===== src/common/tetris_pkg.sv =====
`default_nettype none

package tetris_pkg;

	localparam int FIELD_COLS = 24;
	localparam int FIELD_ROWS = 24;
	localparam int CELL_PX = 20;
	localparam int LINE_PX = 640;
	localparam int STRIPE_LO = 480;
	localparam int STRIPE_HI = 500;
	localparam int SPAWN_X = 280;
	localparam int NUM_SHAPES = 15;

	typedef logic [$clog2(NUM_SHAPES)-1:0] shape_t;

	// wide enough for any reference point plus offsets
	typedef logic signed [6:0] col_t;
	typedef logic signed [6:0] row_t;
	typedef logic signed [2:0] ofs_t;

	typedef logic [18:0] pixel_addr_t;
	typedef logic [9:0] coord_t;

	// cell offsets from the reference cell, cell 0 always at the reference
	localparam ofs_t SHAPE_DX [16][4] = '{
		'{0, 1, 0, 1},   // square
		'{0, 1, 2, 3},   // long bar, flat
		'{0, 0, 0, 0},   // long bar, upright
		'{0, -1, 0, 1},  // t, point up
		'{0, 0, 1, 0},
		'{0, 1, 2, 1},
		'{0, -1, 0, 0},
		'{0, 0, 0, 1},   // l family
		'{0, 1, 2, 0},
		'{0, 1, 1, 1},
		'{0, -2, -1, 0},
		'{0, 0, 1, 1},   // s pair
		'{0, 1, -1, 0},
		'{0, -1, 0, -1}, // z pair
		'{0, 1, 1, 2},
		'{0, 1, 0, 1}    // code 15 never used
	};

	localparam ofs_t SHAPE_DY [16][4] = '{
		'{0, 0, 1, 1},
		'{0, 0, 0, 0},
		'{0, 1, 2, 3},
		'{0, 1, 1, 1},
		'{0, 1, 1, 2},
		'{0, 0, 0, 1},
		'{0, 1, 1, 2},
		'{0, 1, 2, 2},
		'{0, 0, 0, 1},
		'{0, 0, 1, 2},
		'{0, 1, 1, 1},
		'{0, 1, 1, 2},
		'{0, 0, 1, 1},
		'{0, 1, 1, 2},
		'{0, 0, 1, 1},
		'{0, 0, 1, 1}
	};

	// spawn order
	localparam shape_t NEXT_SHAPE [16] = '{
		1, 2, 3, 4, 5, 6, 7, 8, 9, 10, 11, 12, 13, 14, 0, 0
	};

	// rotation steps within each family
	localparam shape_t ROT_SHAPE [16] = '{
		0, 2, 1, 4, 5, 6, 3, 8, 9, 10, 7, 12, 11, 14, 13, 0
	};

endpackage

`default_nettype wire


===== src/hdl/piece_footprint.sv =====
`default_nettype none

module piece_footprint import tetris_pkg::*; #(
	parameter int CELL_PX = tetris_pkg::CELL_PX
) (
	input logic ADDR,
	input logic rst_n,
	input coord_t ref_x,
	input coord_t ref_y,
	input shape_t shape,
	output col_t cell_col [4],
	output row_t cell_row [4]
);

	// parked inside the top row so an empty board sees no contact
	localparam int PARK_COL = 1;

	int base_col;
	int base_row;

	always_comb begin
		base_col = int'(ref_x) / CELL_PX;
		base_row = int'(ref_y) / CELL_PX;
	end

	always_ff @(posedge ADDR) begin
		if (!rst_n) begin
			for (int i = 0; i < 4; i++) begin
				cell_col[i] <= col_t'(PARK_COL);
				cell_row[i] <= '0;
			end
		end else begin
			for (int i = 0; i < 4; i++) begin
				cell_col[i] <= col_t'(base_col + int'(SHAPE_DX[shape][i]));
				cell_row[i] <= row_t'(base_row + int'(SHAPE_DY[shape][i]));
			end
		end
	end

endmodule

`default_nettype wire


===== config.mk =====
export PLATFORM = sky130hd
export DESIGN_NAME = piece_footprint
export DESIGN_NICKNAME = d
export VERILOG_FILES = /design/src/common/tetris_pkg.sv /design/src/hdl/piece_footprint.sv
export SDC_FILE = /design/constraint.sdc
export NUM_CORES = 1
export LEC_CHECK = 0
export BUFFER_PORTS_ARGS = -buffer_cell sky130_fd_sc_hd__buf_2
export CAP_MARGIN = 20
export CORE_MARGIN = 8
export CORE_UTILIZATION = 25
export CTS_BUF_LIST = sky130_fd_sc_hd__clkbuf_16
export DETAILED_ROUTE_END_ITERATION = 10
export PLACE_DENSITY_LB_ADDON = 0.05
export SLEW_MARGIN = 25
export SYNTH_ARGS = -nofsm -noshare
export SYNTH_HDL_FRONTEND = slang
export SYNTH_SLANG_ARGS = --single-unit

===== constraint.sdc =====
create_clock -name ADDR -period 4.3 [get_ports ADDR]
set_input_delay 0.215 -clock ADDR [delete_from_list [all_inputs] [get_ports ADDR]]
set_output_delay 0.215 -clock ADDR [all_outputs]
set_load 0.05 [all_outputs]

==> reports/qor.txt, run 1 <==
Flops & latches, synth -> 54
Max_slew headroom -> 0.356
Fin nets -> 769
Placed Cells -> 923
HP Class -> in2reg
Yosys warning count -> 0
Worst Hold Path EP -> cell_col[7]$_SDFF_PN1_
Mapped cell area -> 0.00446 mm^2
DR vias -> 4561
Die W -> 150 um
Actual slew at the worst max-slew pin -> 956 ps
Routed len/inst -> 15.5 um
Synth unique cells -> 76
Die area -> 0.0224 mm^2
GRT Util Overall -> 0.127
Worst-path clk slew -> 70 ps
Comb power frac -> 0.544
Synth cell count leaders -> nor2_1 (58), dfxtp_1 (54), nand2_1 (41)
Post-synthesis mux area share -> 0.0205
Switching Share -> 0.436
Core Area -> 0.0177 mm^2
Startpoint class of the critical path -> primary input
Fillers -> 1909
Post-Synth Adder-Cell Area -> 0.122
DR iter-0 viols -> 221
Cell internal pwr -> 1.23 mW
First-pass GRT wire length -> 23500 um
Seq/Total Area, Yosys -> 0.243
TritonCTS Buffers -> 5
Outcome -> finished, final reports clean
Complex-gate fraction of the synthesized area -> 0.241
Syn_area_per_cell -> 7.68 um^2
Final cell count without fillers -> 934
GP Congestion -> 0.807
Max clock buf depth -> 2
Design area -> 0.00592 mm^2
ANT nets after route -> 0
Cell with the most instances after synthesis -> nor2_1
Initial antenna violation count -> 0
Layout cells sized above 1 -> 0.319
Fraction of the mapped netlist area in simple logic gates -> 0.266
Combinational family with the most area after synthesis -> simple AND/OR/NAND/NOR gates
Root Buffer Master -> clkbuf_16
Post-synth top area share -> 0.243
MaxCap Viol Count -> 0
Yosys top cell by area -> dfxtp_1
N_diodes -> 0
Pwr/cell area -> 369 mW/mm^2
Die height -> 150 um
Xor-xnor portion of the synthesized cell area -> 0.0393
EDFF count, synth -> 0
Post-synth ARST share -> 0
Worst Path Max Fanout -> 8
DRT Pass-1 Iters -> 5
VDD IR max -> 0.188 mV
Row cnt -> 49
Largest net degree at the start of global routing -> 38
RSZ-0062 raised after global routing -> true
CTS Sinks -> 54
Crit path arrival time -> 4240 ps
Largest cells by area after synthesis -> dfxtp_1 (24%), ha_1 (9.3%), nor2_1 (4.9%)
CTS tree -> yes
Port bufs -> 77
Worst setup EP type -> register
Initial Utilization -> 0.251
DR vias/cell -> 4.88
CP Class -> in2reg
F_max -> 0.245 GHz
Area delta synth->final -> 33.0%
Max H-tree Level -> 2
Net Sw Power -> 953 uW
Syn Inst Count -> 580
Max Slew Vio Count -> 0
Register share of total power -> 0.275
Primary FF master, synth -> dfxtp_1
Grt total ovfl -> 0
# DRC -> 0
Post-DP Area -> 0.00553 mm^2
Crit path required time -> 4460 ps
Dpl hpwl -> 10900 um
Clock share of power -> 0.181
WL final -> 14500 um
I/O pin count -> 82
Tcrit/Tclk final -> 0.949
Final Hold Viols -> 0
Leak pwr -> 2.66 nW
Final worst path period need -> 4080 ps
Setup-failing EPs final -> 0
Min-delay src -> rst_n
Number of global-route vias before repair -> 4549
Hold depth -> 2
[cell families (layout without fill, tap and decap cells)]
kind of cell	after synthesis	in the layout
compound gates	165	165
xor+xnor	20	20
fa+ha+maj	41	41
buf+inv	68	192
flops	54	54
mux	9	9
other cells	1	2
simple gates	222	222
[through the flow]
stage / TNS, ps / total power, mW / utilization / setup WS, ps / hold WS [ps]
CTS: 0 / 2.15 / 0.320 / 6.28 / 286
finish: 0 / 2.19 / 0.334 / 220 / 282
floorplan: 0 / 1.39 / - / 1.89 / 288
detailed placement: -4380 / 1.74 / 0.312 / -490 / 586
global placement: -5570 / 1.75 / 0.312 / -544 / 591
global route: -152 / 2.34 / 0.334 / -49.6 / 316
[placed cells by master, fill, tap and decap left out, types with 5 or more instances in the layout]
cell type,n
o211ai_1,7
nand2_1,38
a21oi_2,8
nor3b_1,7
nand4_1,5
buf_4,80
a21oi_1,30
inv_1,21
nand3b_1,6
nor2_1,57
nor2b_1,5
nor3_1,11
nor2b_2,5
nand3_1,11
clkbuf_16,5
nand2b_1,21
xor2_1,9
and2_1,14
mux2i_1,7
ha_1,30
xnor2_1,10
o21ai_1,5
o21ai_0,33
dfxtp_1,54
buf_2,77
a21o_1,16
a31oi_1,10
and3_1,8
[power by group through the flow]
stage | Combinational, mW | Sequential, mW | Clock (mW)
after CTS | 1.13 | 0.603 | 0.415
after detailed placement | 1.13 | 0.613 | 0
after global routing | 1.30 | 0.609 | 0.434
final | 1.19 | 0.601 | 0.397
after floorplan | 0.484 | 0.902 | 0
after global placement | 1.13 | 0.612 | 0
[sequential cells by signal, summed over array words and instances, names as in the netlist]
name	cells
cell_col	27
cell_row	27
[layout make-up]
cell class / instances / area [um^2] / share of cell area
Multi-Input combinational cell: 459 / 3310 / 0.559
Sequential cell: 54 / 1080 / 0.182
Timing Repair Buffer: 158 / 1010 / 0.170
Tap cell: 229 / 287 / 0.0484
Clock buffer: 5 / 125 / 0.0211
Inverter: 27 / 101 / 0.0171
Clock inverter: 2 / 15.0 / 0.00253
[routing by layer]
metal / up-vias / part of all wire / GRT usage
li1: 2327 / - / -
met4: 0 / 0.0095 / 0.0156
met2: 105 / 0.48 / 0.219
met5: - / 0 / 0
met3: 15 / 0.045 / 0.0242
met1: 2114 / 0.46 / 0.165
[worst max path at each step]
stage / start / to / slack, ps / cells past startpoint
after floorplan: ref_x[8] / cell_col[20]$_SDFF_PN0_ / 2 / 24
final: ref_x[7] / cell_col[6]$_SDFF_PN0_ / 220 / 26
after global placement: ref_x[7] / cell_col[13]$_SDFF_PN0_ / -540 / 25
after detailed placement: ref_x[7] / cell_col[13]$_SDFF_PN0_ / -490 / 25
after global routing: ref_x[7] / cell_col[12]$_SDFF_PN0_ / -50 / 23
after CTS: ref_x[7] / cell_col[13]$_SDFF_PN0_ / 6 / 24
[critical path, cell delays in order]
cell       delay, ps
buf_2            120
nor2_4           120
inv_1             60
ha_1             280
buf_4            160
nand2b_2         220
o21ai_2          260
o2bb2ai_2        180
nand2_2          110
mux2i_4          200
buf_4            150
buf_4            150
o31ai_4          230
o311ai_2         150
o22ai_2          230
nand2_2          120
ha_2             210
inv_1             70
fa_2             200
nor2b_2           50
o21ai_1          120
nand2b_1          80
a21o_1           190
a21oi_2          140
xor2_1           160
nor2_1            50
[what timing repair did]
action	CTS	global route
endpoints found under the setup margin	9	25
hold buffers	0	0
pin swaps	1	12
setup buffers	1	3
gates resized for setup	1	58
Power figures use the tool's default switching activity.
==> run 2, diff against run 1 <==
--- a/config.mk
+++ b/config.mk
@@ -7,10 +7,10 @@
 export LEC_CHECK = 0
 export BUFFER_PORTS_ARGS = -buffer_cell sky130_fd_sc_hd__buf_2
 export CAP_MARGIN = 20
-export CORE_MARGIN = 8
 export CORE_UTILIZATION = 25
 export CTS_BUF_LIST = sky130_fd_sc_hd__clkbuf_16
 export DETAILED_ROUTE_END_ITERATION = 10
+export HOLD_SLACK_MARGIN = 0.06
 export PLACE_DENSITY_LB_ADDON = 0.05
 export SLEW_MARGIN = 25
 export SYNTH_ARGS = -nofsm -noshare
==> run 2 against run 1 <==
Effect of this change:
- fmax grew 0.76%
- routed wire length shrank 6.4%
- cell area shrank 1.0%
- clock power grew 16%
- largest cell class unchanged
- highest routed layer unchanged
==> reports/qor.txt, run 2 (synthesized netlist as in run 1, its figures left out) <==
Max H-tree Level -> 2 (unchanged)
Actual slew at the worst max-slew pin -> 852 ps (-104 ps)
Commonest non-fill, non-tap cell in the layout -> buf_4
ANT nets after route -> 0 (unchanged)
Top flop regs -> cell_col x27, cell_row x27
Worst-path clk slew -> 70 ps (about the same)
Area delta synth->final -> 31.6%
# DRC -> 0 (unchanged)
Min-delay src -> rst_n
DR iter-0 viols -> 202 (-8.6%)
Startpoint class of the critical path -> primary input
WL final -> 13500 um (-6.4%)
TritonCTS Buffers -> 5 (unchanged)
Routed len/inst -> 14.5 um (-6.5%)
Core Area -> 0.0174 mm^2 (-2.0%)
Layout cells sized above 1 -> 0.301 (-0.0177)
CTS tree -> yes
Grt total ovfl -> 0 (unchanged)
GRT Util Overall -> 0.147 (+0.0202)
RSZ-0062 raised after global routing -> true
DRT Pass-1 Iters -> 4 (-1)
Outcome -> finished, final reports clean
Worst setup EP type -> register
Port bufs -> 77 (unchanged)
Max Slew Vio Count -> 0 (unchanged)
Worst Path Max Fanout -> 5 (-3)
Largest net degree at the start of global routing -> 38 (unchanged)
Initial antenna violation count -> 0 (unchanged)
Die height -> 136 um (-9.4%)
F_max -> 0.247 GHz (+0.76%)
I/O pin count -> 82 (unchanged)
Worst Hold Path EP -> cell_col[7]$_SDFF_PN1_
Crit path required time -> 4460 ps (about the same)
Pwr/cell area -> 379 mW/mm^2 (+2.7%)
Initial Utilization -> 0.257 (+0.00524)
Most frequent cells in the layout -> buf_4 (85), buf_2 (77), nor2_1 (57), dfxtp_1 (54), nand2_1 (39)
Number of global-route vias before repair -> 4228 (-7.1%)
Final cell count without fillers -> 935 (+0.11%)
Hold depth -> 2 (unchanged)
Die W -> 136 um (-9.4%)
DR vias -> 4479 (-1.8%)
Final Hold Viols -> 0 (unchanged)
Crit path arrival time -> 4210 ps (-30 ps)
Post-DP Area -> 0.00555 mm^2 (+0.36%)
Design area -> 0.00586 mm^2 (-1.0%)
MaxCap Viol Count -> 0 (unchanged)
Root Buffer Master -> clkbuf_16
CTS Sinks -> 54 (unchanged)
First-pass GRT wire length -> 21600 um (-8.0%)
Setup-failing EPs final -> 0 (unchanged)
Placed Cells -> 924 (+0.11%)
Leak pwr -> 2.66 nW (about the same)
Max_slew headroom -> 0.426 (+0.0702)
Row cnt -> 48 (-2.0%)
Fin nets -> 773 (+0.52%)
N_diodes -> 0 (unchanged)
Die area -> 0.0184 mm^2 (-18%)
Final setup TNS -> 0 ps (unchanged)
GP Congestion -> 0.837 (+3.8%)
Hold buffer count at cts -> 0 (unchanged)
Max clock buf depth -> 2 (unchanged)
Final worst path period need -> 4050 ps (-30.6 ps)
VDD IR max -> 0.231 mV (+23%)
Tcrit/Tclk final -> 0.942 (-0.00713)
CP Class -> in2reg
HP Class -> in2reg
DR vias/cell -> 4.79 (-1.9%)
Dpl hpwl -> 10300 um (-5.6%)
## run 2: through the flow
stage | utilization | hold WS (ps) | total power, mW | setup WS, ps
global route | 0.338 | 273 | 2.38 | 3.15
detailed placement | 0.319 | 560 | 1.74 | -480
CTS | 0.331 | 253 | 2.22 | 6.97
floorplan | - | 288 | 1.39 | 1.89
finish | 0.338 | 255 | 2.22 | 251
global placement | 0.319 | 568 | 1.74 | -336
## run 2: layout make-up
cell class,count,area (um^2)
flip-flops and latches,54,1080
clock buffers,5,125
fillers,1859,11500
clock inverters,3,45.0
repair buffers,162,1020
well taps,225,282
multi-input cells,459,3210
inverters,27,101
## run 2: where the power goes
group	leakage, nW	internal [mW]	total [mW]	switching (mW)
Combinational	2.13	0.430	1.16	0.729
Sequential	0.449	0.582	0.604	0.0228
Clock	0.0760	0.275	0.460	0.185
Total	2.66	1.29	2.22	0.937
## run 2: critical path: stages
cell and delay (ps):
buf_2 120, nor2_4 110, inv_1 60, ha_1 280, buf_4 140, nand2b_4 140, buf_4 160, a21oi_2 160
o2bb2ai_1 160, nand2_1 170, mux2i_4 290, nor3_2 70, buf_4 150, maj3_1 360, a221o_2 410, inv_2 150
fa_2 220, nor2b_1 50, o21ai_1 150, nand2b_1 100, a21o_1 200, a21oi_2 140, xor2_1 160, nor2_1 50
## run 2: worst max path at each step
stage	startpoint	cells past startpoint	end	slack, ps
2_1_floorplan	ref_x[8]	24	cell_col[20]$_SDFF_PN0_	2
3_3_place_gp	ref_x[7]	25	cell_col[20]$_SDFF_PN0_	-340
3_5_place_dp	ref_x[7]	25	cell_col[20]$_SDFF_PN0_	-480
4_1_cts	ref_x[7]	25	cell_col[13]$_SDFF_PN0_	7
5_1_grt	ref_x[7]	27	cell_col[13]$_SDFF_PN0_	3
6_report	ref_x[7]	24	cell_col[13]$_SDFF_PN0_	250
## run 2: routing by layer
| metal | share of wire | up-vias | global-route usage |
|---|---|---|---|
| met5 | 0 | - | 0 |
| met2 | 0.47 | 82 | 0.240 |
| met3 | 0.030 | 13 | 0.0217 |
| met1 | 0.49 | 2051 | 0.205 |
| li1 | - | 2333 | - |
| met4 | 0.014 | 0 | 0.0312 |
## run 2: repair_timing
item | 4_1_cts | 5_1_grt
endpoints found under the hold margin | 0 | 0
setup endpoints to repair | 7 | 18
pin swaps | 1 | 7
buffers inserted | 3 | 0
gates resized for setup | 4 | 35
==> run 3, diff against run 2 <==
--- a/config.mk
+++ b/config.mk
@@ -5,11 +5,11 @@
 export SDC_FILE = /design/constraint.sdc
 export NUM_CORES = 1
 export LEC_CHECK = 0
-export BUFFER_PORTS_ARGS = -buffer_cell sky130_fd_sc_hd__buf_2
 export CAP_MARGIN = 20
 export CORE_UTILIZATION = 25
 export CTS_BUF_LIST = sky130_fd_sc_hd__clkbuf_16
 export DETAILED_ROUTE_END_ITERATION = 10
+export DONT_BUFFER_PORTS = 1
 export HOLD_SLACK_MARGIN = 0.06
 export PLACE_DENSITY_LB_ADDON = 0.05
 export SLEW_MARGIN = 25
==> run 3 against run 2 <==
Effect of this change:
- largest cell class unchanged
- worst setup slack improved by 38 ps
- critical path type unchanged
- die area stayed put
- cell area down 10%
- routed wire length is 0.30% lower
- combinational power shrank 38%
- first-iteration DRC count is 18% lower
- final cell count is 10% lower
- via count down 6.2%
- global-route usage rose by 0.24 points
- core utilization fell by 3.4 points
- fmax grew 0.96%
==> reports/qor.txt, run 3 (synthesized netlist as in run 1, its figures left out) <==
VDD IR max -> 0.176 mV (-24%)
Final Hold Viols -> 0 (unchanged)
TritonCTS Buffers -> 5 (unchanged)
Worst Path Max Fanout -> 26 (+21)
Worst setup EP type -> register
Routed len/inst -> 16.1 um (+11%)
Pwr/cell area -> 395 mW/mm^2 (+4.3%)
N_diodes -> 0 (unchanged)
HP Class -> in2reg
Max clock buf depth -> 2 (unchanged)
Final worst path period need -> 4010 ps (-38.5 ps)
GRT Util Overall -> 0.150 (+0.00236)
Fillers -> 1891 (+1.7%)
Multi-input logic area -> 0.00313 mm^2 (-2.3%)
Port bufs -> 0 (-100%)
Dpl hpwl -> 10200 um (-0.86%)
Max_slew headroom -> 0.408 (-0.0178)
CTS Sinks -> 54 (unchanged)
Max Slew Vio Count -> 0 (unchanged)
Layout cells sized above 1 -> 0.164 (-0.137)
Core Area -> 0.0174 mm^2 (unchanged)
Pwr Total -> 2.09 mW (-6.2%)
Area delta synth->final -> 18.4%
Tcrit/Tclk final -> 0.933 (-0.00895)
Die height -> 136 um (unchanged)
Crit path required time -> 4460 ps (about the same)
Actual slew at the worst max-slew pin -> 879 ps (+26.5 ps)
Die area -> 0.0184 mm^2 (unchanged)
Grt total ovfl -> 0 (unchanged)
First-pass GRT wire length -> 21800 um (+1.2%)
Fin nets -> 678 (-12%)
MaxCap Viol Count -> 0 (unchanged)
Startpoint class of the critical path -> primary input
FF+latch area -> 0.00108 mm^2 (unchanged)
WL final -> 13500 um (-0.30%)
Min-delay src -> ref_x[9]
Die W -> 136 um (unchanged)
Setup-failing EPs final -> 0 (unchanged)
Fin util -> 0.304 (-0.0340)
Initial Utilization -> 0.257 (unchanged)
GP Congestion -> 0.780 (-6.9%)
Row cnt -> 48 (unchanged)
Root Buffer Master -> clkbuf_16
CTS tree -> yes
Post-DP Area -> 0.00503 mm^2 (-9.3%)
Commonest non-fill, non-tap cell in the layout -> buf_4
Worst-path clk slew -> 70 ps (about the same)
Outcome -> finished, final reports clean
DR vias/cell -> 5.00 (+4.4%)
Crit path arrival time -> 4170 ps (-40 ps)
Number of global-route vias before repair -> 4119 (-2.6%)
ANT nets after route -> 0 (unchanged)
Max H-tree Level -> 2 (unchanged)
DR vias -> 4200 (-6.2%)
Setup Buffers After CTS -> 0 (-3)
Most frequent cells in the layout -> buf_4 (65), nor2_1 (58), dfxtp_1 (54), nand2_1 (40), o21ai_0 (36)
Largest net degree at the start of global routing -> 38 (unchanged)
# DRC -> 0 (unchanged)
Design area -> 0.00528 mm^2 (-10%)
CP Class -> in2reg
Worst Hold Path EP -> cell_col[26]$_SDFF_PN0_
DR iter-0 viols -> 166 (-18%)
Initial antenna violation count -> 0 (unchanged)
Top flop regs -> cell_col x27, cell_row x27
I/O pin count -> 82 (unchanged)
Hold depth -> 2 (unchanged)
DRT Pass-1 Iters -> 4 (unchanged)
Leak pwr -> 2.23 nW (-16%)
F_max -> 0.249 GHz (+0.96%)
## run 3: changes by cell type in the layout (fill, tap and decap cells not counted), moves of 2 or more
| cell | change |
|---|---|
| o21ai_0 | +3 |
| a21oi_1 | +3 |
| mux2i_1 | +2 |
| fa_1 | +4 |
| o21ai_1 | -2 |
| fa_2 | -4 |
| dlygate4sd3_1 | +2 |
| buf_2 | -77 |
| a21oi_2 | -3 |
| buf_4 | -20 |
## run 3: area by class of cell
| class | instances | area share |
|---|---|---|
| tap | 225 | 0.0534 |
| inverter | 27 | 0.0192 |
| clock inverter | 3 | 0.00854 |
| clock buffer | 5 | 0.0237 |
| multi-input combinational | 459 | 0.594 |
| sequential | 54 | 0.205 |
| timing repair buffer | 67 | 0.0963 |
## run 3: how the worst max path moves through the flow
stage,start,end,cells past startpoint
4_1_cts,ref_x[7],cell_col[6]$_SDFF_PN0_,23
3_5_place_dp,ref_x[7],cell_col[20]$_SDFF_PN0_,23
5_1_grt,ref_x[7],cell_col[13]$_SDFF_PN0_,24
3_3_place_gp,ref_x[7],cell_col[20]$_SDFF_PN0_,23
2_1_floorplan,ref_x[8],cell_col[20]$_SDFF_PN0_,24
6_report,ref_x[7],cell_col[19]$_SDFF_PN0_,23
## run 3: worst max-delay path: stages
cell and delay (ps):
nor2_1 120, inv_1 70, ha_1 320, buf_4 160
nor2b_1 190, nand4_1 150, o21ai_0 160, a2111oi_2 100
buf_4 150, o21ai_1 190, nor3_2 100, buf_4 140
maj3_1 350, a221o_1 400, buf_4 180, ha_1 280
a21o_1 180, a21o_1 180, nand2_1 80, nand2b_1 60
a21oi_1 170, xor2_1 160, nor2_1 50
## run 3: routing by layer
layer  global-route usage  vias to the layer above  wire (um)
met1                0.199                     1964       6480
met4               0.0218                        0         65
met5                    0                        -          0
met3               0.0281                        7        581
li1                     -                     2144          -
met2                0.254                       85       6370
## run 3: what timing repair did
action,4_1_cts,5_1_grt
hold buffers,2,0
setup endpoints to repair,0,9
hold endpoints to repair,13,0
resized for setup,0,17
## run 3: per-stage QoR
step	setup TNS [ps]	worst slack, ps	instances	hold WS (ps)
floorplan	0	1.89	581	288
global placement	-1340	-192	830	294
detailed placement	-1940	-316	830	295
CTS	0	15.9	840	117
global route	-82.9	-37.2	840	126
finish	0	290	840	116
## run 3: report_power, final
| group | switching (mW) | internal (mW) | total [mW] | leakage, nW |
|---|---|---|---|---|
| clock | 0.191 | 0.275 | 0.466 | 0.0760 |
| sequential | 0.322 | 0.583 | 0.904 | 0.449 |
| combinational | 0.368 | 0.347 | 0.715 | 1.70 |
